--- src/design/sifh_params.svh ---
`ifndef SIFH_PARAMS_SVH
`define SIFH_PARAMS_SVH

// time code width from the TDC
`define SIFH_NP 10

// upper code bits used as bin index, 32 bins
`define SIFH_BIN_BITS 5

// 4 pixels per frame
`define SIFH_PIXEL_BITS 2

// samples per pixel per frame
`define SIFH_ACQ_NUM 16

// saturating counter width, max 15
`define SIFH_COUNT_BITS 4

// ram address is pixel above bin
`define SIFH_ADDR_BITS (`SIFH_PIXEL_BITS + `SIFH_BIN_BITS)

`endif

--- src/design/sifhCtrlPkg.sv ---
package sifhCtrlPkg;

    // accumulator phase
    // ACCUMULATE takes samples, DRAIN empties the rmw pipe,
    // SCAN hands the ram to the peak scanner
    typedef enum logic [1:0] {
        ACCUMULATE,
        DRAIN,
        SCAN
    } accPhaseT;

    // peak scanner state
    // READ walks the addresses, FLUSH waits for the last data
    typedef enum logic [1:0] {
        IDLE,
        READ,
        FLUSH
    } scanStateT;

endpackage

--- src/design/sifhDataPkg.sv ---
`include "sifh_params.svh"

package sifhDataPkg;

    // raw time code
    typedef logic [`SIFH_NP-1:0] sampleT;

    // histogram bin index
    typedef logic [`SIFH_BIN_BITS-1:0] binT;

    // pixel index
    typedef logic [`SIFH_PIXEL_BITS-1:0] pixelT;

    // {pixel, bin}
    typedef logic [`SIFH_ADDR_BITS-1:0] ramAddrT;

    // per-bin count, saturates at all ones
    typedef logic [`SIFH_COUNT_BITS-1:0] countT;

    // one result per pixel, 11 bits
    typedef struct packed {
        pixelT pixel;
        binT   bin;
        countT count;
    } peakResultT;

endpackage

--- src/design/sifh_ifs.sv ---
`timescale 1ns/1ps

// front end to accumulator, one update per accepted sample
interface sifhBinUpdateIf;
    logic               valid;
    sifhDataPkg::pixelT pixel;
    sifhDataPkg::binT   bin;
    // high with the final valid of the frame
    logic               lastOfFrame;
    // level, same as top wrEn
    logic               accepting;

    modport frontEnd (
        output valid, pixel, bin, lastOfFrame,
        input  accepting
    );

    modport accumulator (
        input  valid, pixel, bin, lastOfFrame,
        output accepting
    );
endinterface

// accumulator to peak scanner, ram read access during scan
interface sifhScanIf;
    logic                 start;
    logic                 rdEn;
    sifhDataPkg::ramAddrT addr;
    // valid one cycle after rdEn
    sifhDataPkg::countT   rdData;
    logic                 done;

    modport accumulator (
        output start, rdData,
        input  rdEn, addr, done
    );

    modport scanner (
        input  start, rdData,
        output rdEn, addr, done
    );
endinterface

--- src/design/sifhSampleFrontEnd.sv ---
`timescale 1ns/1ps
`include "sifh_params.svh"

module sifhSampleFrontEnd (
    input  logic                clk,
    input  logic                rstN,
    input  logic                sampleValid,
    input  sifhDataPkg::sampleT sample,
    sifhBinUpdateIf.frontEnd    upd
);

    localparam int ACQ_BITS = $clog2(`SIFH_ACQ_NUM);

    logic                accept;
    logic [ACQ_BITS-1:0] acqCnt;
    sifhDataPkg::pixelT  pixelCnt;
    logic                lastAcq;
    logic                lastPixel;

    // sample only counts while the accumulator takes it
    assign accept    = sampleValid && upd.accepting;
    assign lastAcq   = (acqCnt == ACQ_BITS'(`SIFH_ACQ_NUM - 1));
    assign lastPixel = &pixelCnt;

    // strobes and counters
    always_ff @(posedge clk or negedge rstN) begin
        if (!rstN) begin
            upd.valid       <= 1'b0;
            upd.lastOfFrame <= 1'b0;
            acqCnt          <= '0;
            pixelCnt        <= '0;
        end else begin
            upd.valid       <= accept;
            upd.lastOfFrame <= accept && lastAcq && lastPixel;
            if (accept) begin
                if (lastAcq) begin
                    acqCnt <= '0;
                    // frame end wraps pixel back to 0
                    if (lastPixel) begin
                        pixelCnt <= '0;
                    end else begin
                        pixelCnt <= pixelCnt + 1'b1;
                    end
                end else begin
                    acqCnt <= acqCnt + 1'b1;
                end
            end
        end
    end

    // payload, bin is the code msbs
    always_ff @(posedge clk) begin
        if (accept) begin
            upd.pixel <= pixelCnt;
            upd.bin   <= sample[`SIFH_NP-1 -: `SIFH_BIN_BITS];
        end
    end

endmodule

--- src/design/sifhHistRam.sv ---
`timescale 1ns/1ps

module sifhHistRam (
    input  logic                 clk,
    input  logic                 wrEn,
    input  sifhDataPkg::ramAddrT wrAddr,
    input  sifhDataPkg::countT   wrData,
    input  logic                 rdEn,
    input  sifhDataPkg::ramAddrT rdAddr,
    output sifhDataPkg::countT   rdData
);

    localparam int DEPTH = 2 ** $bits(sifhDataPkg::ramAddrT);

    sifhDataPkg::countT mem [DEPTH];

    // first frame starts from an empty histogram
    initial begin
        for (int i = 0; i < DEPTH; i++) begin
            mem[i] = '0;
        end
    end

    always_ff @(posedge clk) begin
        if (wrEn) begin
            mem[wrAddr] <= wrData;
        end
    end

    // registered read, old data on same-cycle write
    always_ff @(posedge clk) begin
        if (rdEn) begin
            rdData <= mem[rdAddr];
        end
    end

endmodule

--- src/design/sifhHistAccumulator.sv ---
`timescale 1ns/1ps

module sifhHistAccumulator (
    input  logic                clk,
    input  logic                rstN,
    sifhBinUpdateIf.accumulator upd,
    sifhScanIf.accumulator      scan,
    output logic                wrEn
);

    sifhCtrlPkg::accPhaseT phase;
    logic                  drainCnt;
    logic                  inScan;

    // ram ports
    logic                  ramWrEn;
    sifhDataPkg::ramAddrT  ramWrAddr;
    sifhDataPkg::countT    ramWrData;
    logic                  ramRdEn;
    sifhDataPkg::ramAddrT  ramRdAddr;
    sifhDataPkg::countT    ramRdData;

    // rmw stage 2
    logic                  s1Valid;
    sifhDataPkg::ramAddrT  s1Addr;
    sifhDataPkg::countT    oldCount;
    sifhDataPkg::countT    incCount;

    // copy of last ram write, for forwarding
    logic                  fwdValid;
    sifhDataPkg::ramAddrT  fwdAddr;
    sifhDataPkg::countT    fwdData;

    // clear-behind during scan
    logic                  clrValid;
    sifhDataPkg::ramAddrT  clrAddr;

    // drops in the same cycle as lastOfFrame, so no sample slips in
    assign wrEn          = (phase == sifhCtrlPkg::ACCUMULATE) && !upd.lastOfFrame;
    assign upd.accepting = wrEn;
    assign inScan        = (phase == sifhCtrlPkg::SCAN);

    // phase machine
    always_ff @(posedge clk or negedge rstN) begin
        if (!rstN) begin
            phase      <= sifhCtrlPkg::ACCUMULATE;
            drainCnt   <= 1'b0;
            scan.start <= 1'b0;
        end else begin
            scan.start <= 1'b0;
            case (phase)
                sifhCtrlPkg::ACCUMULATE: begin
                    if (upd.valid && upd.lastOfFrame) begin
                        phase    <= sifhCtrlPkg::DRAIN;
                        drainCnt <= 1'b0;
                    end
                end
                sifhCtrlPkg::DRAIN: begin
                    // two cycles, last write lands in the first
                    drainCnt <= 1'b1;
                    if (drainCnt) begin
                        phase      <= sifhCtrlPkg::SCAN;
                        scan.start <= 1'b1;
                    end
                end
                sifhCtrlPkg::SCAN: begin
                    if (scan.done) begin
                        phase <= sifhCtrlPkg::ACCUMULATE;
                    end
                end
                default: phase <= sifhCtrlPkg::ACCUMULATE;
            endcase
        end
    end

    // stage 1 is the read itself, this registers what was read
    always_ff @(posedge clk or negedge rstN) begin
        if (!rstN) begin
            s1Valid  <= 1'b0;
            fwdValid <= 1'b0;
            clrValid <= 1'b0;
        end else begin
            s1Valid  <= upd.valid;
            fwdValid <= ramWrEn;
            clrValid <= inScan && scan.rdEn;
        end
    end

    always_ff @(posedge clk) begin
        s1Addr  <= {upd.pixel, upd.bin};
        fwdAddr <= ramWrAddr;
        fwdData <= ramWrData;
        clrAddr <= scan.addr;
    end

    // ram read saw stale data if the previous cycle wrote this bin
    assign oldCount = (fwdValid && (fwdAddr == s1Addr)) ? fwdData : ramRdData;
    // saturate at all ones
    assign incCount = (&oldCount) ? oldCount : oldCount + 1'b1;

    // port mux, scanner owns the read port during scan
    always_comb begin
        if (inScan) begin
            ramRdEn   = scan.rdEn;
            ramRdAddr = scan.addr;
            ramWrEn   = clrValid;
            ramWrAddr = clrAddr;
            ramWrData = '0;
        end else begin
            ramRdEn   = upd.valid;
            ramRdAddr = {upd.pixel, upd.bin};
            ramWrEn   = s1Valid;
            ramWrAddr = s1Addr;
            ramWrData = incCount;
        end
    end

    assign scan.rdData = ramRdData;

    sifhHistRam i_sifhHistRam (
        .clk    (clk),
        .wrEn   (ramWrEn),
        .wrAddr (ramWrAddr),
        .wrData (ramWrData),
        .rdEn   (ramRdEn),
        .rdAddr (ramRdAddr),
        .rdData (ramRdData)
    );

endmodule

--- src/design/sifhPeakScanner.sv ---
`timescale 1ns/1ps

module sifhPeakScanner (
    input  logic                    clk,
    input  logic                    rstN,
    sifhScanIf.scanner              scan,
    output logic                    peakValid,
    output sifhDataPkg::peakResultT peak
);

    sifhCtrlPkg::scanStateT state;
    sifhDataPkg::ramAddrT   addr;

    // address of the data now on rdData
    logic                   dataValid;
    sifhDataPkg::pixelT     dataPixel;
    sifhDataPkg::binT       dataBin;

    // running max of the current pixel
    sifhDataPkg::countT     maxCount;
    sifhDataPkg::binT       maxBin;
    logic                   takeNew;
    sifhDataPkg::countT     candCount;
    sifhDataPkg::binT       candBin;

    assign scan.rdEn = (state == sifhCtrlPkg::READ);
    assign scan.addr = addr;

    // bin 0 restarts the max, strictly greater keeps lowest bin on ties
    assign takeNew   = (dataBin == '0) || (scan.rdData > maxCount);
    assign candCount = takeNew ? scan.rdData : maxCount;
    assign candBin   = takeNew ? dataBin : maxBin;

    // address walk
    always_ff @(posedge clk or negedge rstN) begin
        if (!rstN) begin
            state     <= sifhCtrlPkg::IDLE;
            addr      <= '0;
            dataValid <= 1'b0;
            peakValid <= 1'b0;
            scan.done <= 1'b0;
        end else begin
            dataValid <= scan.rdEn;
            // emit on the pixel's last bin
            peakValid <= dataValid && (&dataBin);
            scan.done <= (state == sifhCtrlPkg::FLUSH);
            case (state)
                sifhCtrlPkg::IDLE: begin
                    if (scan.start) begin
                        state <= sifhCtrlPkg::READ;
                        addr  <= '0;
                    end
                end
                sifhCtrlPkg::READ: begin
                    addr <= addr + 1'b1;
                    if (&addr) begin
                        state <= sifhCtrlPkg::FLUSH;
                    end
                end
                // one cycle for the final read data
                sifhCtrlPkg::FLUSH: state <= sifhCtrlPkg::IDLE;
                default: state <= sifhCtrlPkg::IDLE;
            endcase
        end
    end

    // payload
    always_ff @(posedge clk) begin
        {dataPixel, dataBin} <= addr;
        if (dataValid) begin
            maxCount <= candCount;
            maxBin   <= candBin;
            peak     <= '{pixel: dataPixel, bin: candBin, count: candCount};
        end
    end

endmodule

--- src/design/sifhTop.sv ---
`timescale 1ns/1ps
`include "sifh_params.svh"

module sifhTop (
    input  logic                        clk,
    input  logic                        rstN,
    input  logic                        sampleValid,
    input  logic [`SIFH_NP-1:0]         sample,
    output logic                        wrEn,
    output logic                        peakValid,
    output logic [`SIFH_PIXEL_BITS-1:0] peakPixel,
    output logic [`SIFH_BIN_BITS-1:0]   peakBin,
    output logic [`SIFH_COUNT_BITS-1:0] peakCount
);

    sifhDataPkg::peakResultT peak;

    sifhBinUpdateIf updIf ();
    sifhScanIf      scanIf ();

    // code to bin, pixel tracking
    sifhSampleFrontEnd i_sifhSampleFrontEnd (
        .clk         (clk),
        .rstN        (rstN),
        .sampleValid (sampleValid),
        .sample      (sample),
        .upd         (updIf)
    );

    // histogram ram and rmw pipe
    sifhHistAccumulator i_sifhHistAccumulator (
        .clk  (clk),
        .rstN (rstN),
        .upd  (updIf),
        .scan (scanIf),
        .wrEn (wrEn)
    );

    // per-pixel peak search
    sifhPeakScanner i_sifhPeakScanner (
        .clk       (clk),
        .rstN      (rstN),
        .scan      (scanIf),
        .peakValid (peakValid),
        .peak      (peak)
    );

    // result struct onto flat ports
    assign peakPixel = peak.pixel;
    assign peakBin   = peak.bin;
    assign peakCount = peak.count;

endmodule

--- config.mk ---
export PLATFORM = sky130hd
export DESIGN_NAME = sifhTop
export DESIGN_NICKNAME = d
export VERILOG_FILES = /design/src/design/sifhCtrlPkg.sv /design/src/design/sifhDataPkg.sv /design/src/design/sifh_ifs.sv /design/src/design/sifhSampleFrontEnd.sv /design/src/design/sifhHistRam.sv /design/src/design/sifhHistAccumulator.sv /design/src/design/sifhPeakScanner.sv /design/src/design/sifhTop.sv
export VERILOG_INCLUDE_DIRS = /design/src /design/src/design
export SDC_FILE = /design/constraint.sdc
export NUM_CORES = 1
export LEC_CHECK = 0
export BUFFER_PORTS_ARGS = -buffer_cell sky130_fd_sc_hd__buf_4
export CAP_MARGIN = 20
export CELL_PAD_IN_SITES_DETAIL_PLACEMENT = 1
export CELL_PAD_IN_SITES_GLOBAL_PLACEMENT = 1
export CORE_ASPECT_RATIO = 1.5
export CORE_MARGIN = 2
export CORE_UTILIZATION = 57
export DETAILED_ROUTE_END_ITERATION = 7
export PLACE_DENSITY_LB_ADDON = 0.1
export SETUP_SLACK_MARGIN = 0.02
export SYNTH_ARGS = -nofsm -noshare
export SYNTH_HDL_FRONTEND = slang
export SYNTH_SLANG_ARGS = --single-unit
--- constraint.sdc ---
create_clock -name clk -period 20.2 [get_ports clk]
set_input_delay 3.03 -clock clk [delete_from_list [all_inputs] [get_ports clk]]
set_output_delay 3.03 -clock clk [all_outputs]
set_load 0.05 [all_outputs]
* After elaboration in Yosys (flattened, before gate mapping)
Memories as Yosys holds them, arrays and structs flattened. A register that Yosys moved wholly into a read port is not among the register bits.
Cells that the tools add are included.
** Cells by class
- Add/sub/neg operators :: 4
- $lt $le $gt $ge :: 1
- Eq/ne operators :: 11
- Mux-type cells :: 25
- Reduce and logical (&&, ||, !) cells :: 25
** Operator list (count)
- 2-to-1 mux 7 bit :: 3
- 2-to-1 mux 4 bit :: 5
- one-hot mux 7 bit (2 select lines) :: 1
- 2-to-1 mux 2 bit :: 6
- AND reduction 2 bit :: 6
- adder 4 x 1 -> 4 bit, second input constant :: 2
- logical AND 1 bit :: 8
- adder 7 x 1 -> 7 bit, second input constant :: 1
- == test 7 bit :: 1
- 2-to-1 mux 1 bit :: 7
- AND reduction 7 bit :: 1
- inequality test 2 x 1 -> 1 bit, second input constant :: 3
- one-hot mux 2 bit (3 select lines) :: 1
- logical NOT 5 bit :: 1
- AND reduction 5 bit :: 1
- == test 2 x 1 -> 1 bit, second input constant :: 2
- == test 2 bit, second input constant :: 2
- == test 4 bit, second input constant :: 1
- > comparator 4 bit :: 1
- logical NOT 2 bit :: 2
- inequality test 2 bit, second input constant :: 2
- one-hot mux 2 bit (2 select lines) :: 1
- AND reduction 4 bit :: 1
- nonzero test 2 bit :: 2
- 5 further kinds :: 5
** Storage, ports and cells
- Bits in registers :: 77
- Memory bits (writable) :: 512
- Input port bits :: 13
- Output and inout bits :: 13
- Logic and storage cells :: 93
- Memories :: 1
** Memory list
- i_sifhHistAccumulator.i_sifhHistRam.mem :: depth 128, bits a word 4, rd ports 1, clocked after Yosys merged registers in 1, write ports 1, RTL line sifhHistRam.sv:15 : sifhDataPkg::countT mem [DEPTH];

* Depth between registers and ports, before layout
Gate-level depths: netlist of run 1.
- Depth after elaboration :: 6
- Mapped depth :: 14

* Hierarchy
Synthesis of run 1 repeated with hierarchy kept, for this count alone.
** Second synthesis, totals
- Cells, all modules :: 1127
- Area total of the unflattened synthesis :: 23171.0 sq um
** By module, submodules not included
- sifhHistRam :: times used 1, cells each 908, area each 20233.2 sq um
- sifhHistAccumulator :: times used 1, cells each 102, area each 1237.4 sq um
- sifhPeakScanner :: times used 1, cells each 83, area each 1129.8 sq um
- sifhSampleFrontEnd :: times used 1, cells each 34, area each 570.5 sq um

* Worst setup path after synthesis of run 1
OpenSTA, ideal clock, no wires.
- Kind :: register -> register
- Start :: reg i_sifhHistAccumulator.s1Addr[6]
- End :: mem i_sifhHistAccumulator.i_sifhHistRam.mem[0][3] (netlist name) (data pin)
- Library setup time :: 1235 ps
- Arrival :: 6659 ps
- Data required time :: 18965 ps
- Slack :: 12306 ps
- Stages on the path, launching flop included :: 8
- Path buffers :: 0
- Cell sequence :: dfxtp_1 -> xnor2_1 -> nand4_1 -> nor2_1 -> mux2_2 -> nand3_1 -> nor3_1 -> a211oi_1
** On the way
- Cells in the longest elaborated chain, start to end :: 6
- Elaborated cells between the ends (all ways) :: 7
** Ends and longest elaborated chain
- start: declaration :: RTL line sifhHistAccumulator.sv:25 : sifhDataPkg::ramAddrT s1Addr;
- start signal: assignment :: RTL line sifhHistAccumulator.sv:90 : s1Addr <= {upd.pixel, upd.bin};
- == test 7 bit (*) :: RTL line sifhHistAccumulator.sv:97 : assign oldCount = (fwdValid && (fwdAddr == s1Addr)) ? fwdData : ramRdData;
- logical AND 1 bit (*) :: RTL line sifhHistAccumulator.sv:97
- 2-to-1 mux 4 bit (*) :: RTL line sifhHistAccumulator.sv:97
- adder 4 x 1 -> 4 bit / AND reduction 4 bit (equally long branches) :: RTL line sifhHistAccumulator.sv:99 : assign incCount = (&oldCount) ? oldCount : oldCount + 1'b1;
- 2-to-1 mux 4 bit (*) :: RTL line sifhHistAccumulator.sv:99
- 2-to-1 mux 4 bit (*) :: RTL line sifhHistAccumulator.sv:103 : if (inScan) begin
- named net i_sifhHistAccumulator.i_sifhHistRam.wrData[3] :: RTL line sifhHistRam.sv:7 : input sifhDataPkg::countT wrData,
- end: declaration :: RTL line sifhHistRam.sv:15
The timed path passes the listed nets; every way through them passes the cells marked *.

* Final worst setup path of run 1
- Start :: reg i_sifhHistAccumulator.phase[1]
- End :: reg i_sifhHistAccumulator.i_sifhHistRam.rdData[1] (read register of i_sifhHistAccumulator.i_sifhHistRam.mem) (data pin)
** On the way
- Cells in the longest elaborated chain, start to end :: 2
- Elaborated cells between the ends (all ways) :: 3
** Ends and longest elaborated chain
- start: declaration :: RTL line sifhHistAccumulator.sv:11 : sifhCtrlPkg::accPhaseT phase;
- start signal: assignment :: RTL line sifhHistAccumulator.sv:46 : phase <= sifhCtrlPkg::ACCUMULATE;
- start signal: assignment :: RTL line sifhHistAccumulator.sv:54 : phase <= sifhCtrlPkg::DRAIN;
- start signal: assignment :: RTL line sifhHistAccumulator.sv:62 : phase <= sifhCtrlPkg::SCAN;
- == test 2 bit (*) :: RTL line sifhHistAccumulator.sv:41 : assign inScan = (phase == sifhCtrlPkg::SCAN);
- 2-to-1 mux 7 bit / 2-to-1 mux 1 bit (equally long branches) :: RTL line sifhHistAccumulator.sv:103
- end: declaration :: RTL line sifhHistRam.sv:10 : output sifhDataPkg::countT rdData
Every way passes the cells marked *; elsewhere a longest branch is shown, timed or not.
A chain may end at the register's enable or synchronous reset.

==> results of run 1 <==
-- cell usage after synthesis (all sizes together), types with 16 or more instances --
| cell type | instances | area (sq um) |
|---|---|---|
| o21ai | 20 | 104 |
| inv | 16 | 60.1 |
| a21oi | 20 | 111 |
| o221ai | 60 | 526 |
| nand3 | 18 | 90.1 |
| buf | 57 | 432 |
| a31oi | 26 | 178 |
| clkbuf | 24 | 90.1 |
| a22oi | 16 | 120 |
| mux4 | 20 | 462 |
| a32oi | 28 | 245 |
| dfrtp | 27 | 676 |
| dfxtp | 25 | 500 |
| nor2 | 168 | 631 |
| nand2 | 330 | 1240 |
| mux2i | 80 | 826 |
| edfxtp | 534 | 16000 |
-- layout by cell type (no fill, tap or decap), drive strengths merged, types with 4 or more instances in the layout --
cell | netlist | routed
ha | 8 | 8
clkbuf | 24 | 63
mux4 | 20 | 20
a22oi | 16 | 16
nand2 | 330 | 330
nor2 | 168 | 168
inv | 16 | 18
a221oi | 4 | 4
mux2i | 80 | 80
o22a | 9 | 9
dfrtp | 27 | 27
a32oi | 28 | 28
o21ai | 20 | 20
nand2b | 7 | 7
o221ai | 60 | 60
a211o | 4 | 4
clkinvlp | 0 | 4
buf | 57 | 50
clkinv | 1 | 22
nor3 | 11 | 11
nand4 | 11 | 11
a31oi | 26 | 26
and2 | 5 | 5
nand3 | 18 | 18
bufinv | 0 | 4
a211oi | 7 | 7
o22ai | 5 | 5
o31ai | 4 | 4
nor4 | 4 | 4
a21oi | 20 | 20
a221o | 4 | 4
mux2 | 9 | 9
edfxtp | 534 | 534
xnor2 | 9 | 9
dfxtp | 25 | 25
-- through the flow --
stage / instance area [sq um] / std cells
2_1_floorplan: 23500 / 1606
3_3_place_gp: 24000 / 2085
3_5_place_dp: 24000 / 2085
4_1_cts: 25600 / 2179
5_1_grt: 25600 / 2180
6_report: 25600 / 2180
-- routing by layer --
layer / GRT usage / share of wire
met1: 0.350 / 0.37
met2: 0.520 / 0.53
met3: 0.0354 / 0.052
met4: 0.121 / 0.043
met5: 0 / 0
-- cell type report --
cell class,count,share of cell area
clock inverters,31,0.0101
inverters,17,0.00249
clock buffers,63,0.0532
flip-flops and latches,586,0.671
multi-input cells,922,0.223
well taps,511,0.0249
repair buffers,50,0.0151
-- kinds of logic after synthesis --
group                    count (synthesis)  share of synthesized area
AND/OR/NAND/NOR                        572                      0.100
flip-flops                             586                      0.733
buffers and inverters                   98                     0.0249
XOR/XNOR                                10                    0.00373
AO/OA/AOI/OAI                          223                     0.0740
multiplexers                           109                     0.0595
adder cells (fa/ha/maj)                  8                    0.00426
-- power groups by stage --
stage	sequential (mW)	combinational (mW)	clock [mW]
floorplan	1.58	0.208	0
global placement	1.55	0.361	0
detailed placement	1.55	0.378	0
CTS	1.52	0.380	0.973
global route	1.53	0.413	1.01
finish	1.52	0.381	0.962
-- registers in the layout (all words and copies together), names as in the netlist, 2 cells and up --
| register | count |
|---|---|
| i_sifhSampleFrontEnd.acqCnt | 4 |
| i_sifhHistAccumulator.clrAddr | 2 |
| i_sifhHistAccumulator.fwdAddr | 7 |
| i_sifhHistAccumulator.i_sifhHistRam.mem | 512 |
| i_sifhHistAccumulator.s1Addr | 7 |
| i_sifhSampleFrontEnd.upd.bin | 5 |
| i_sifhHistAccumulator.i_sifhHistRam.rdData | 4 |
| i_sifhPeakScanner.peak | 11 |
| i_sifhPeakScanner.dataBin | 4 |
| i_sifhHistAccumulator.phase | 2 |
| i_sifhSampleFrontEnd.upd.pixel | 2 |
| i_sifhSampleFrontEnd.pixelCnt | 2 |
| i_sifhPeakScanner.state | 2 |
| i_sifhPeakScanner.scan.addr | 7 |
| i_sifhHistAccumulator.fwdData | 4 |
-- how the worst max path moves through the flow --
stage	from	endpoint	slack, ns	cells past startpoint
2_1_floorplan	i_sifhHistAccumulator.s1Addr[6]$_DFF_P_	i_sifhHistAccumulator.i_sifhHistRam.mem[0][3]$_DFFE_PP_	12.31	7
3_3_place_gp	i_sifhHistAccumulator.phase[1]$_DFFE_PN0P_	i_sifhHistAccumulator.i_sifhHistRam.rdData[2]$_DFFE_PP_	15.37	11
3_5_place_dp	i_sifhHistAccumulator.phase[1]$_DFFE_PN0P_	i_sifhHistAccumulator.i_sifhHistRam.rdData[2]$_DFFE_PP_	15.28	11
4_1_cts	i_sifhHistAccumulator.phase[1]$_DFFE_PN0P_	i_sifhHistAccumulator.i_sifhHistRam.rdData[1]$_DFFE_PP_	15.24	11
5_1_grt	i_sifhHistAccumulator.phase[1]$_DFFE_PN0P_	i_sifhHistAccumulator.i_sifhHistRam.rdData[1]$_DFFE_PP_	14.98	11
6_report	i_sifhHistAccumulator.phase[1]$_DFFE_PN0P_	i_sifhHistAccumulator.i_sifhHistRam.rdData[1]$_DFFE_PP_	15.26	11
==> metrics.log, run 1 <==
INFO  metric net_switching_share_of_the_total_power = 0.262
INFO  metric final_period_minus_worst_setup_slack = about 4.9 ns
INFO  metric tritoncts_buffer_count = 51
INFO  metric synth-warning-count = 0
INFO  metric pwr_density_cell = 112 mW/mm^2
INFO  metric drive_above_1_share = 0.102
INFO  metric hold-path-cell-count = 0
INFO  metric regToRegSetupSlack = 15.26 ns
INFO  metric drc = 0
INFO  metric achievable-frequency = just over 200 MHz
INFO  metric clock-skew-final = about 0.017 ns
INFO  metric totalWireLength = 60.0 mm
INFO  metric timing.hold.worst.start = i_sifhSampleFrontEnd.upd.valid$_DFF_PN0_
INFO  metric port_bufs = 20
INFO  metric drtAntennaViolNets = 0
INFO  metric cts_root_buffer = clkbuf_16
INFO  metric clock_power_share = 0.336
INFO  metric finalMaxSlewViolations = 0
INFO  metric drt-initial-drc-count = between 1,000 and 1,500
INFO  metric timing.final.setup_violations = 0
INFO  metric portion_of_the_post_synthesis_area_used_by_sequential_elements = 0.733
INFO  metric ctsLongestPathBuffers = 3
INFO  metric grt_pass1_wl = 90.8 mm
INFO  metric number_of_inserted_filler_cells_in_the_final_layout = around 3,700
INFO  metric path_max_fanout = 61
INFO  metric cp.arrival = between 5 and 6 ns
INFO  metric chipWidth = 170 um
INFO  metric power_switching = 0.751 mW
INFO  metric internal_power = 2.11 mW
INFO  metric yosysUniqueCellTypes = 70
INFO  metric min_delay_worst_endpoint = i_sifhHistAccumulator.s1Valid$_DFF_PN0_
INFO  metric hold_worst_slack = around 0.42 ns
INFO  metric post_drt_via_cell_ratio = roughly 6.3
INFO  metric postSynthAreaPerCell = ~15 sq um
INFO  metric clock_tree_from_tritoncts = built
INFO  metric grt_antenna_before_repair = 0
INFO  metric status = complete, no violations
INFO  metric grt_max_degree = between 100 and 150
INFO  metric sequential_cell_area = approximately 0.017 sq mm
INFO  metric synthArstFlopShare = 0.0461
INFO  metric post_synth_inst_count = 1,606
INFO  metric post-route-worst-setup-slack = around 15 ns
INFO  metric post_cts.repair.setup_buffers = 0
INFO  metric globalRoute.totalOverflow = 0
INFO  metric gpl_congestion = 0.822
INFO  metric floorplan.die_area = between 0.04 and 0.05 sq mm
INFO  metric timing.critical_path.slowest_cell_delay = just under 0.8 ns
INFO  metric grt_pass1_vias = approximately 15,000
INFO  metric critical_path.endpoint_type = flip-flop
INFO  metric ctsHoldBuffers = 0
INFO  metric areaGrowthSynthToFinish = 9.28%
INFO  metric dr_total_vias = 13,800
INFO  metric area_used_by_multi_input_combinational_logic = 0.00572 sq mm
INFO  metric antennaDiodeCount = 0
INFO  metric path_class = flip-flop to flip-flop
INFO  metric io-pin-count = 26
INFO  metric slew_headroom = 0.264
INFO  metric synthesis.area = 0.0235 sq mm
INFO  metric ys.flop_type = edfxtp_1
INFO  metric detail_route.first_pass.iterations = 7
INFO  metric synth.ff_latch_count = 586
INFO  metric clock_insertion_delay_worst_skew = a little under 0.6 ns
INFO  metric initial_core_utilization = 0.574
INFO  metric vdd_drop_max = ~0.00008 V
INFO  metric routed_wire_length_per_instance = around 28 um
INFO  metric row_count = a little over 90
INFO  metric critical_path_required = a little over 20 ns
INFO  metric core-area = just over 0.04 sq mm
INFO  metric final_nets = about 1,600
INFO  metric cp_num_buf_inv = 3
INFO  metric cp_cell_sequence = nand2b_4, a21oi_4, buf_4, buf_4, buf_4, mux2i_1, a32oi_1, o221ai_1, a22oi_1, a21oi_1, nor3_2
INFO  metric critPathSlowestCell = buf_4
INFO  metric hpwlAfterDp = around 38 mm
INFO  metric worst_hold_path_type = flip-flop to flip-flop
INFO  metric grt_setup_unrepaired = false
INFO  metric cp_top_family = buffers and inverters
INFO  metric worst_slew_pin_slew = ~1.1 ns
INFO  metric clk_transition_reported_paths = roughly 0.07 ns
INFO  metric htree_levels = 2
INFO  metric die_y = approximately 250 um
INFO  metric pwr-share-seq = 0.531
INFO  metric post-route-period-util = 0.245
INFO  metric comb_power_share = 0.133
INFO  metric synth_enable_flop_cells = between 500 and 600
INFO  metric finalSetupTns = 0 ns
INFO  metric number_of_maximum_capacitance_violations = 0
INFO  metric regToRegEndpoint = i_sifhHistAccumulator.i_sifhHistRam.rdData[1]$_DFFE_PP_
INFO  metric power.static_leakage = 8.61 nW
INFO  metric post_cts_resized = 0
INFO  metric final_core_utilization = 0.628
INFO  metric grt_usage = 0.288
INFO  metric finalHoldViolCount = 0
INFO  metric r2r.worst_path.cells = 11
INFO  metric detailedPlace.worstSlack = 15.28 ns
INFO  metric total_power = between 2 and 3 mW
INFO  metric startpoint_type = flip-flop
INFO  metric worstReg2RegStart = i_sifhHistAccumulator.phase[1]$_DFFE_PN0P_
INFO  metric clock_sink_count = approximately 590
INFO  metric synthesis.nets = ~1,600
INFO  metric cpMostUsedCell = buf_4
(Power assumes the default switching activity.)
==> run 2: changes to the inputs <==
--- a/config.mk
+++ b/config.mk
@@ -12,7 +12,7 @@
 export CELL_PAD_IN_SITES_GLOBAL_PLACEMENT = 1
 export CORE_ASPECT_RATIO = 1.5
 export CORE_MARGIN = 2
-export CORE_UTILIZATION = 57
+export CORE_UTILIZATION = 53
 export DETAILED_ROUTE_END_ITERATION = 7
 export PLACE_DENSITY_LB_ADDON = 0.1
 export SETUP_SLACK_MARGIN = 0.02
==> constraint.sdc (replaced) <==
create_clock -name clk -period 4.63 [get_ports clk]
set_input_delay 0.6945 -clock clk [delete_from_list [all_inputs] [get_ports clk]]
set_output_delay 0.6945 -clock clk [all_outputs]
set_load 0.05 [all_outputs]
==> run 2 against run 1 <==
  * Critical endpoint is now i_sifhHistAccumulator.i_sifhHistRam.mem[43][1]$_DFFE_PP_
  * Sequential power increased to 4.4 times the previous value
  * Largest cell class unchanged
  * Clock skew rose by 0.0094 ns
  * Via count grew 0.94%
  * Total power rose to 4.4 times the previous value
  * Setup slack worse by 14 ns
  * Count of clock-buffer cells in the layout decreased by 3
  * Fmax up 29%
==> metrics.log, run 2 (synthesis gave the netlist of run 1 again) <==
INFO  metric drt-initial-drc-count = 931 (was 1,136)
INFO  metric grt_usage = 0.275 (was 0.288)
INFO  metric post_cts_resized = 0 (unchanged)
INFO  metric finalSetupTns = 0 ns (unchanged)
INFO  metric slew_headroom = 0.269 (was 0.264)
INFO  metric initial_core_utilization = 0.536 (was 0.574)
INFO  metric grt_pass1_wl = 93.2 mm (was 90.8 mm)
INFO  metric clock_tree_from_tritoncts = built (unchanged)
INFO  metric path_class = flip-flop to flip-flop (unchanged)
INFO  metric startpoint_type = flip-flop (unchanged)
INFO  metric floorplan.die_area = 0.0460 sq mm (was 0.0429 sq mm)
INFO  metric vdd_drop_max = 0.000361 V (was 0.0000796 V)
INFO  metric die_y = 262 um (was 253 um)
INFO  metric htree_levels = 2 (unchanged)
INFO  metric detail_route.first_pass.iterations = 5 (was 7)
INFO  metric port_bufs = 20 (unchanged)
INFO  metric fin_cells = 2,266 (was 2,180)
INFO  metric number_of_flip_flops_under_the_largest_register_name = 512 (unchanged)
INFO  metric number_of_maximum_capacitance_violations = 0 (unchanged)
INFO  metric critical_path.endpoint_type = flip-flop (unchanged)
INFO  metric pwr_density_cell = 487 mW/mm^2 (was 112 mW/mm^2)
INFO  metric path_max_fanout = 13 (was 61)
INFO  metric tritoncts_buffer_count = 52 (was 51)
INFO  metric largest-register = i_sifhHistAccumulator.i_sifhHistRam.mem (unchanged)
INFO  metric hpwlAfterDp = 40.8 mm (was 38.2 mm)
INFO  metric gpl_congestion = 0.810 (was 0.822)
INFO  metric final_core_utilization = 0.595 (was 0.628)
INFO  metric timing.final.setup_violations = 0 (unchanged)
INFO  metric critical_path_required = 4.85 ns (was 20.59 ns)
INFO  metric final_common_cell = edfxtp_1 (unchanged)
INFO  metric antennaDiodeCount = 0 (unchanged)
INFO  metric status = complete, no violations (unchanged)
INFO  metric post-route-worst-setup-slack = 0.800 ns (was 15.26 ns)
INFO  metric chipWidth = 176 um (was 170 um)
INFO  metric clk_transition_reported_paths = 0.07 ns (about the same)
INFO  metric placed_cells_incl_taps = 2,172 (was 2,085)
INFO  metric drtAntennaViolNets = 0 (unchanged)
INFO  metric grt_max_degree = 68 (was 108)
INFO  metric final_period_minus_worst_setup_slack = 3.83 ns (was 4.94 ns)
INFO  metric post_drt_via_cell_ratio = 6.14 (was 6.32)
INFO  metric globalRoute.totalOverflow = 0 (unchanged)
INFO  metric mostFrequentLayoutCells = 534 x edfxtp_1, 328 x nand2_1, 165 x nor2_1 (unchanged)
INFO  metric drive_above_1_share = 0.115 (was 0.102)
INFO  metric clock_sink_count = 586 (unchanged)
INFO  metric io-pin-count = 26 (unchanged)
INFO  metric final_nets = 1,671 (was 1,649)
INFO  metric power.static_leakage = 8.78 nW (was 8.61 nW)
INFO  metric finalMaxSlewViolations = 0 (unchanged)
INFO  metric post-route-period-util = 0.827 (was 0.245)
INFO  metric cts_root_buffer = clkbuf_16 (unchanged)
INFO  metric clock_insertion_delay_worst_skew = 0.59 ns (about the same)
INFO  metric ctsLongestPathBuffers = 3 (unchanged)
INFO  metric routed_wire_length_per_instance = 27.2 um (was 27.5 um)
INFO  metric worst_slew_pin_slew = 1.09 ns (was 1.10 ns)
INFO  metric totalWireLength = 61.7 mm (was 60.0 mm)
INFO  metric r2r.worst_path.cells = 8 (was 11)
INFO  metric number_of_inserted_filler_cells_in_the_final_layout = 4,124 (was 3,711)
INFO  metric grt_pass1_vias = 15,000 (was 14,600)
INFO  metric grt_antenna_before_repair = 0 (unchanged)
INFO  metric top_regs = i_sifhHistAccumulator.i_sifhHistRam.mem (512), i_sifhPeakScanner.peak (11) (unchanged)
INFO  metric post_cts.repair.setup_buffers = 0 (unchanged)
INFO  metric worst_hold_path_type = input pin to asynchronous set/reset pin (was flip-flop to flip-flop)
INFO  metric total_power = 12.7 mW (was 2.87 mW)
INFO  metric detailedPlace.worstSlack = 0.858 ns (was 15.28 ns)
INFO  metric finalHoldViolCount = 0 (unchanged)
INFO  metric grt_setup_unrepaired = false (unchanged)
INFO  metric achievable-frequency = 261 MHz (was 202 MHz)
INFO  metric clock-skew-final = 0.0262 ns (was 0.0167 ns)
INFO  metric dr_total_vias = 13,900 (was 13,800)
INFO  metric core-area = 0.0438 sq mm (was 0.0409 sq mm)
INFO  metric areaGrowthSynthToFinish = 10.9% (was 9.28%)
INFO  metric cp.arrival = 4.05 ns (was 5.32 ns)
INFO  metric drc = 0 (unchanged)
INFO  metric row_count = 94 (was 91)
INFO  metric ctsHoldBuffers = 0 (unchanged)
run 2: cell types whose count changed in the layout (fill, tap and decap cells not counted):
cell        previous run  this run
clkinv_4               1         3
inv_6                  2         1
clkinvlp_4             4         2
buf_12                 1         9
nor3_4                 0         1
a21o_2                 1         0
bufinv_16              4         5
nor3_2                 4         3
a21o_4                 0         1
clkbuf_1              10         7
buf_4                 49        62
clkinv_2               7        10
run 2: where the power goes:
| group | internal, mW | leakage (nW) | total, mW | switching (mW) |
|---|---|---|---|---|
| registers | 6.56 | 5.35 | 6.64 | 0.0851 |
| logic | 0.447 | 2.62 | 1.79 | 1.35 |
| clock network | 2.37 | 0.809 | 4.25 | 1.88 |
run 2: per-stage QoR:
step / hold WS [ns] / area (sq um)
CTS: 0.0166 / 26000
detailed placement: 0.406 / 24400
global route: 0.0413 / 26000
floorplan: 0.345 / 23500
finish: 0.0267 / 26000
global placement: 0.398 / 24400
run 2: final timing paths:
check	from	to	slack (ns)
worst max-delay path	i_sifhHistAccumulator.phase[1]$_DFFE_PN0P_	i_sifhHistAccumulator.i_sifhHistRam.mem[43][1]$_DFFE_PP_	0.80
worst min-delay path	rstN	i_sifhHistAccumulator.s1Valid$_DFF_PN0_	0.03
worst max register to register	i_sifhHistAccumulator.phase[1]$_DFFE_PN0P_	i_sifhHistAccumulator.i_sifhHistRam.mem[43][1]$_DFFE_PP_	0.80
worst min register to register	i_sifhSampleFrontEnd.upd.valid$_DFF_PN0_	i_sifhHistAccumulator.s1Valid$_DFF_PN0_	0.42
max in group asynchronous	rstN	i_sifhHistAccumulator.phase[1]$_DFFE_PN0P_	4.34
min in group clk	sample[7]	i_sifhSampleFrontEnd.upd.bin[2]$_DFFE_PP_	0.29
run 2: cell type report:
class                   count  area, sq um  share of cell area
clock inverters            34          299              0.0115
multi-input cells         922         5740               0.220
well taps                 576          721              0.0277
inverters                  17         63.8             0.00245
clock buffers              60         1350              0.0520
repair buffers             71          646              0.0248
flip-flops and latches    586        17200               0.661
run 2: worst max-delay path: stages, from the launching register on:
cell and delay, ns:
dfrtp_1 0.59, nor2b_2 0.43, buf_4 0.32, mux2i_1 0.52, inv_1 0.23, nor2_1 0.28, nand3_1 0.36, buf_4 0.36
nor2_1 0.38
run 2: metal layers:
layer / global-route usage / routed length, um / share of wire
met5: 0 / 0 / 0
met2: 0.511 / 33600 / 0.54
met1: 0.328 / 23200 / 0.38
met4: 0.0983 / 2090 / 0.034
met3: 0.0333 / 2810 / 0.046
==> run 3: changes to the inputs <==
--- a/config.mk
+++ b/config.mk
@@ -12,7 +12,7 @@
 export CELL_PAD_IN_SITES_GLOBAL_PLACEMENT = 1
 export CORE_ASPECT_RATIO = 1.5
 export CORE_MARGIN = 2
-export CORE_UTILIZATION = 53
+export CORE_UTILIZATION = 48
 export DETAILED_ROUTE_END_ITERATION = 7
 export PLACE_DENSITY_LB_ADDON = 0.1
 export SETUP_SLACK_MARGIN = 0.02
==> constraint.sdc (replaced) <==
create_clock -name clk -period 3.3 [get_ports clk]
set_input_delay 0.495 -clock clk [delete_from_list [all_inputs] [get_ports clk]]
set_output_delay 0.495 -clock clk [all_outputs]
set_load 0.05 [all_outputs]
==> run 3 against run 2 <==
  * Non-clock buffer count grew 177
  * Total power grew 43%
  * Via count grew 5.6%
  * Hold slack gained 0.035 ns
==> metrics.log, run 3 (synthesis gave the netlist of run 1 again) <==
INFO  metric mostFrequentLayoutCells = 534 x edfxtp_1, 327 x nand2_1, 215 x buf_4 (was 534 x edfxtp_1, 328 x nand2_1, 165 x nor2_1)
INFO  metric drt-initial-drc-count = 949 (was 931)
INFO  metric post-route-period-util = 0.982 (was 0.827)
INFO  metric die_y = 275 um (was 262 um)
INFO  metric internal_power = 13.2 mW (was 9.37 mW)
INFO  metric post_drt_via_cell_ratio = 5.81 (was 6.14)
INFO  metric grt_usage = 0.266 (was 0.275)
INFO  metric pwr-share-seq = 0.515 (was 0.524)
INFO  metric drtAntennaViolNets = 0 (unchanged)
INFO  metric totalWireLength = 65.9 mm (was 61.7 mm)
INFO  metric row_count = 99 (was 94)
INFO  metric detail_route.first_pass.iterations = 5 (unchanged)
INFO  metric critical_path_required = 3.68 ns (was 4.85 ns)
INFO  metric globalRoute.totalOverflow = 0 (unchanged)
INFO  metric hold_worst_slack = 0.0617 ns (was 0.0267 ns)
INFO  metric areaGrowthSynthToFinish = 18.4% (was 10.9%)
INFO  metric finalMaxSlewViolations = 0 (unchanged)
INFO  metric placed_cells_incl_taps = 2,422 (was 2,172)
INFO  metric final_common_cell = edfxtp_1 (unchanged)
INFO  metric top_regs = i_sifhHistAccumulator.i_sifhHistRam.mem (512), i_sifhPeakScanner.peak (11) (unchanged)
INFO  metric initial_core_utilization = 0.485 (was 0.536)
INFO  metric power_switching = 4.90 mW (was 3.31 mW)
INFO  metric number_of_flip_flops_under_the_largest_register_name = 512 (unchanged)
INFO  metric finalHoldViolCount = 0 (unchanged)
INFO  metric htree_levels = 2 (unchanged)
INFO  metric achievable-frequency = 309 MHz (was 261 MHz)
INFO  metric port_bufs = 20 (unchanged)
INFO  metric antennaDiodeCount = 0 (unchanged)
INFO  metric path_class = flip-flop to flip-flop (unchanged)
INFO  metric grt_antenna_before_repair = 0 (unchanged)
INFO  metric slew_headroom = 0.430 (was 0.269)
INFO  metric vdd_drop_max = 0.000502 V (was 0.000361 V)
INFO  metric drive_above_1_share = 0.209 (was 0.115)
INFO  metric grt_pass1_wl = 98.3 mm (was 93.2 mm)
INFO  metric fin_cells = 2,530 (was 2,266)
INFO  metric routed_wire_length_per_instance = 26.0 um (was 27.2 um)
INFO  metric io-pin-count = 26 (unchanged)
INFO  metric clk_transition_reported_paths = 0.07 ns (about the same)
INFO  metric startpoint_type = flip-flop (unchanged)
INFO  metric number_of_inserted_filler_cells_in_the_final_layout = 4,643 (was 4,124)
INFO  metric grt_max_degree = 66 (was 68)
INFO  metric final_period_minus_worst_setup_slack = 3.24 ns (was 3.83 ns)
INFO  metric comb_power_share = 0.161 (was 0.141)
INFO  metric worst_hold_path_type = input pin to flip-flop (was input pin to asynchronous set/reset pin)
INFO  metric grt_pass1_vias = 15,600 (was 15,000)
INFO  metric drc = 0 (unchanged)
INFO  metric core-area = 0.0484 sq mm (was 0.0438 sq mm)
INFO  metric critical_path.endpoint_type = flip-flop (unchanged)
INFO  metric final_nets = 1,851 (was 1,671)
INFO  metric clock_insertion_delay_worst_skew = 0.61 ns (was 0.59 ns)
INFO  metric cts_root_buffer = clkbuf_16 (unchanged)
INFO  metric gpl_congestion = 0.824 (was 0.810)
INFO  metric chipWidth = 185 um (was 176 um)
INFO  metric ctsLongestPathBuffers = 3 (unchanged)
INFO  metric pwr_density_cell = 650 mW/mm^2 (was 487 mW/mm^2)
INFO  metric sequential_cell_area = 0.0172 sq mm (about the same)
INFO  metric clock_tree_from_tritoncts = built (unchanged)
INFO  metric clock_power_share = 0.325 (was 0.335)
INFO  metric power.static_leakage = 9.78 nW (was 8.78 nW)
INFO  metric floorplan.die_area = 0.0507 sq mm (was 0.0460 sq mm)
INFO  metric hpwlAfterDp = 43.9 mm (was 40.8 mm)
INFO  metric path_max_fanout = 34 (was 13)
INFO  metric tritoncts_buffer_count = 55 (was 52)
INFO  metric number_of_maximum_capacitance_violations = 0 (unchanged)
INFO  metric cp.arrival = 3.61 ns (was 4.05 ns)
INFO  metric net_switching_share_of_the_total_power = 0.271 (was 0.261)
INFO  metric area_used_by_multi_input_combinational_logic = 0.00585 sq mm (was 0.00574 sq mm)
INFO  metric grt_setup_unrepaired = false (unchanged)
INFO  metric clock-skew-final = 0.0241 ns (was 0.0262 ns)
INFO  metric worst_slew_pin_slew = 0.852 ns (was 1.09 ns)
INFO  metric timing.final.setup_violations = 0 (unchanged)
INFO  metric status = complete, no violations (unchanged)
INFO  metric dr_total_vias = 14,700 (was 13,900)
INFO  metric largest-register = i_sifhHistAccumulator.i_sifhHistRam.mem (unchanged)
INFO  metric clock_sink_count = 586 (unchanged)
==> run 3: cell types whose count changed in the layout (fill, tap and decap cells not counted), moves of 3 or more <==
cell        previous run  this run
clkbuf_1               7        10
nor2_1               165       162
clkinvlp_4             2         5
buf_12                 9        25
buf_4                 62       215
clkbuf_16             53        57
buf_6                  0         6
bufinv_16              5         0
a22oi_1               16        12
a22oi_2                0         4
==> run 3: what timing repair did <==
action                                  in CTS  in global routing
buffers inserted                             0                  5
resized for setup                            3                 17
pin swaps                                    1                  0
endpoints found under the setup margin       3                 96
cloned                                       0                  1
hold endpoints to repair                    27                  0
hold buffers                                 1                  0
==> run 3: worst max-delay path: stages (launching register included) <==
cell,delay [ns]
dfrtp_1,0.52
nand2b_4,0.17
buf_4,0.17
mux2_4,0.31
buf_12,0.25
nor2_1,0.11
buf_12,0.17
a32oi_1,0.31
o221ai_1,0.23
a22oi_1,0.27
a21oi_1,0.11
nor3_2,0.37
==> run 3: path summary, 6_finish.rpt <==
path,startpoint,end,slack [ns],cells after the start
max in group asynchronous,rstN,i_sifhHistAccumulator.scan.start$_DFF_PN0_,2.68,2
worst max-delay path,i_sifhHistAccumulator.phase[1]$_DFFE_PN0P_,i_sifhHistAccumulator.i_sifhHistRam.rdData[3]$_DFFE_PP_,0.06,11
worst min register to register,i_sifhSampleFrontEnd.upd.valid$_DFF_PN0_,i_sifhHistAccumulator.s1Valid$_DFF_PN0_,0.44,0
worst max register to register,i_sifhHistAccumulator.phase[1]$_DFFE_PN0P_,i_sifhHistAccumulator.i_sifhHistRam.rdData[3]$_DFFE_PP_,0.06,11
min in group asynchronous,rstN,i_sifhSampleFrontEnd.acqCnt[2]$_DFFE_PN0P_,0.35,2
worst min-delay path,sample[6],i_sifhSampleFrontEnd.upd.bin[1]$_DFFE_PP_,0.06,1
==> run 3: stage by stage <==
| step | power [mW] | area (sq um) | setup slack, ns | TNS [ns] | utilization |
|---|---|---|---|---|---|
| after CTS | 18.2 | 27700 | 0.0360 | 0 | 0.571 |
| after detailed placement | 12.4 | 26000 | 0.0495 | 0 | 0.537 |
| after global placement | 12.3 | 26000 | 0.0696 | 0 | 0.537 |
| after floorplan | 10.8 | 23600 | -0.479 | -116.12 | - |
| final | 18.1 | 27800 | 0.0606 | 0 | 0.574 |
| after global routing | 18.7 | 27800 | 0.0119 | 0 | 0.574 |
==> run 3: metal layers <==
metal / share of wire / GRT usage / wire [um]
met1: 0.38 / 0.314 / 24900
met2: 0.54 / 0.493 / 35800
met3: 0.035 / 0.0269 / 2310
met4: 0.042 / 0.108 / 2790
met5: 0 / 0 / 0
==> run 3: layout make-up <==
type                       instances  share of cell area
multi-input combinational        922               0.211
tap                              656              0.0295
clock inverter                    35             0.00680
inverter                          17             0.00230
clock buffer                      66              0.0518
sequential                       586               0.619
timing repair buffer             248              0.0798
==> run 3: power by group through the flow <==
stage	Sequential [mW]	Combinational, mW	Clock [mW]
after CTS	9.30	2.93	5.99
after global routing	9.32	3.13	6.23
after floorplan	9.49	1.35	0
after global placement	9.45	2.81	0
after detailed placement	9.46	2.91	0
final	9.30	2.91	5.87
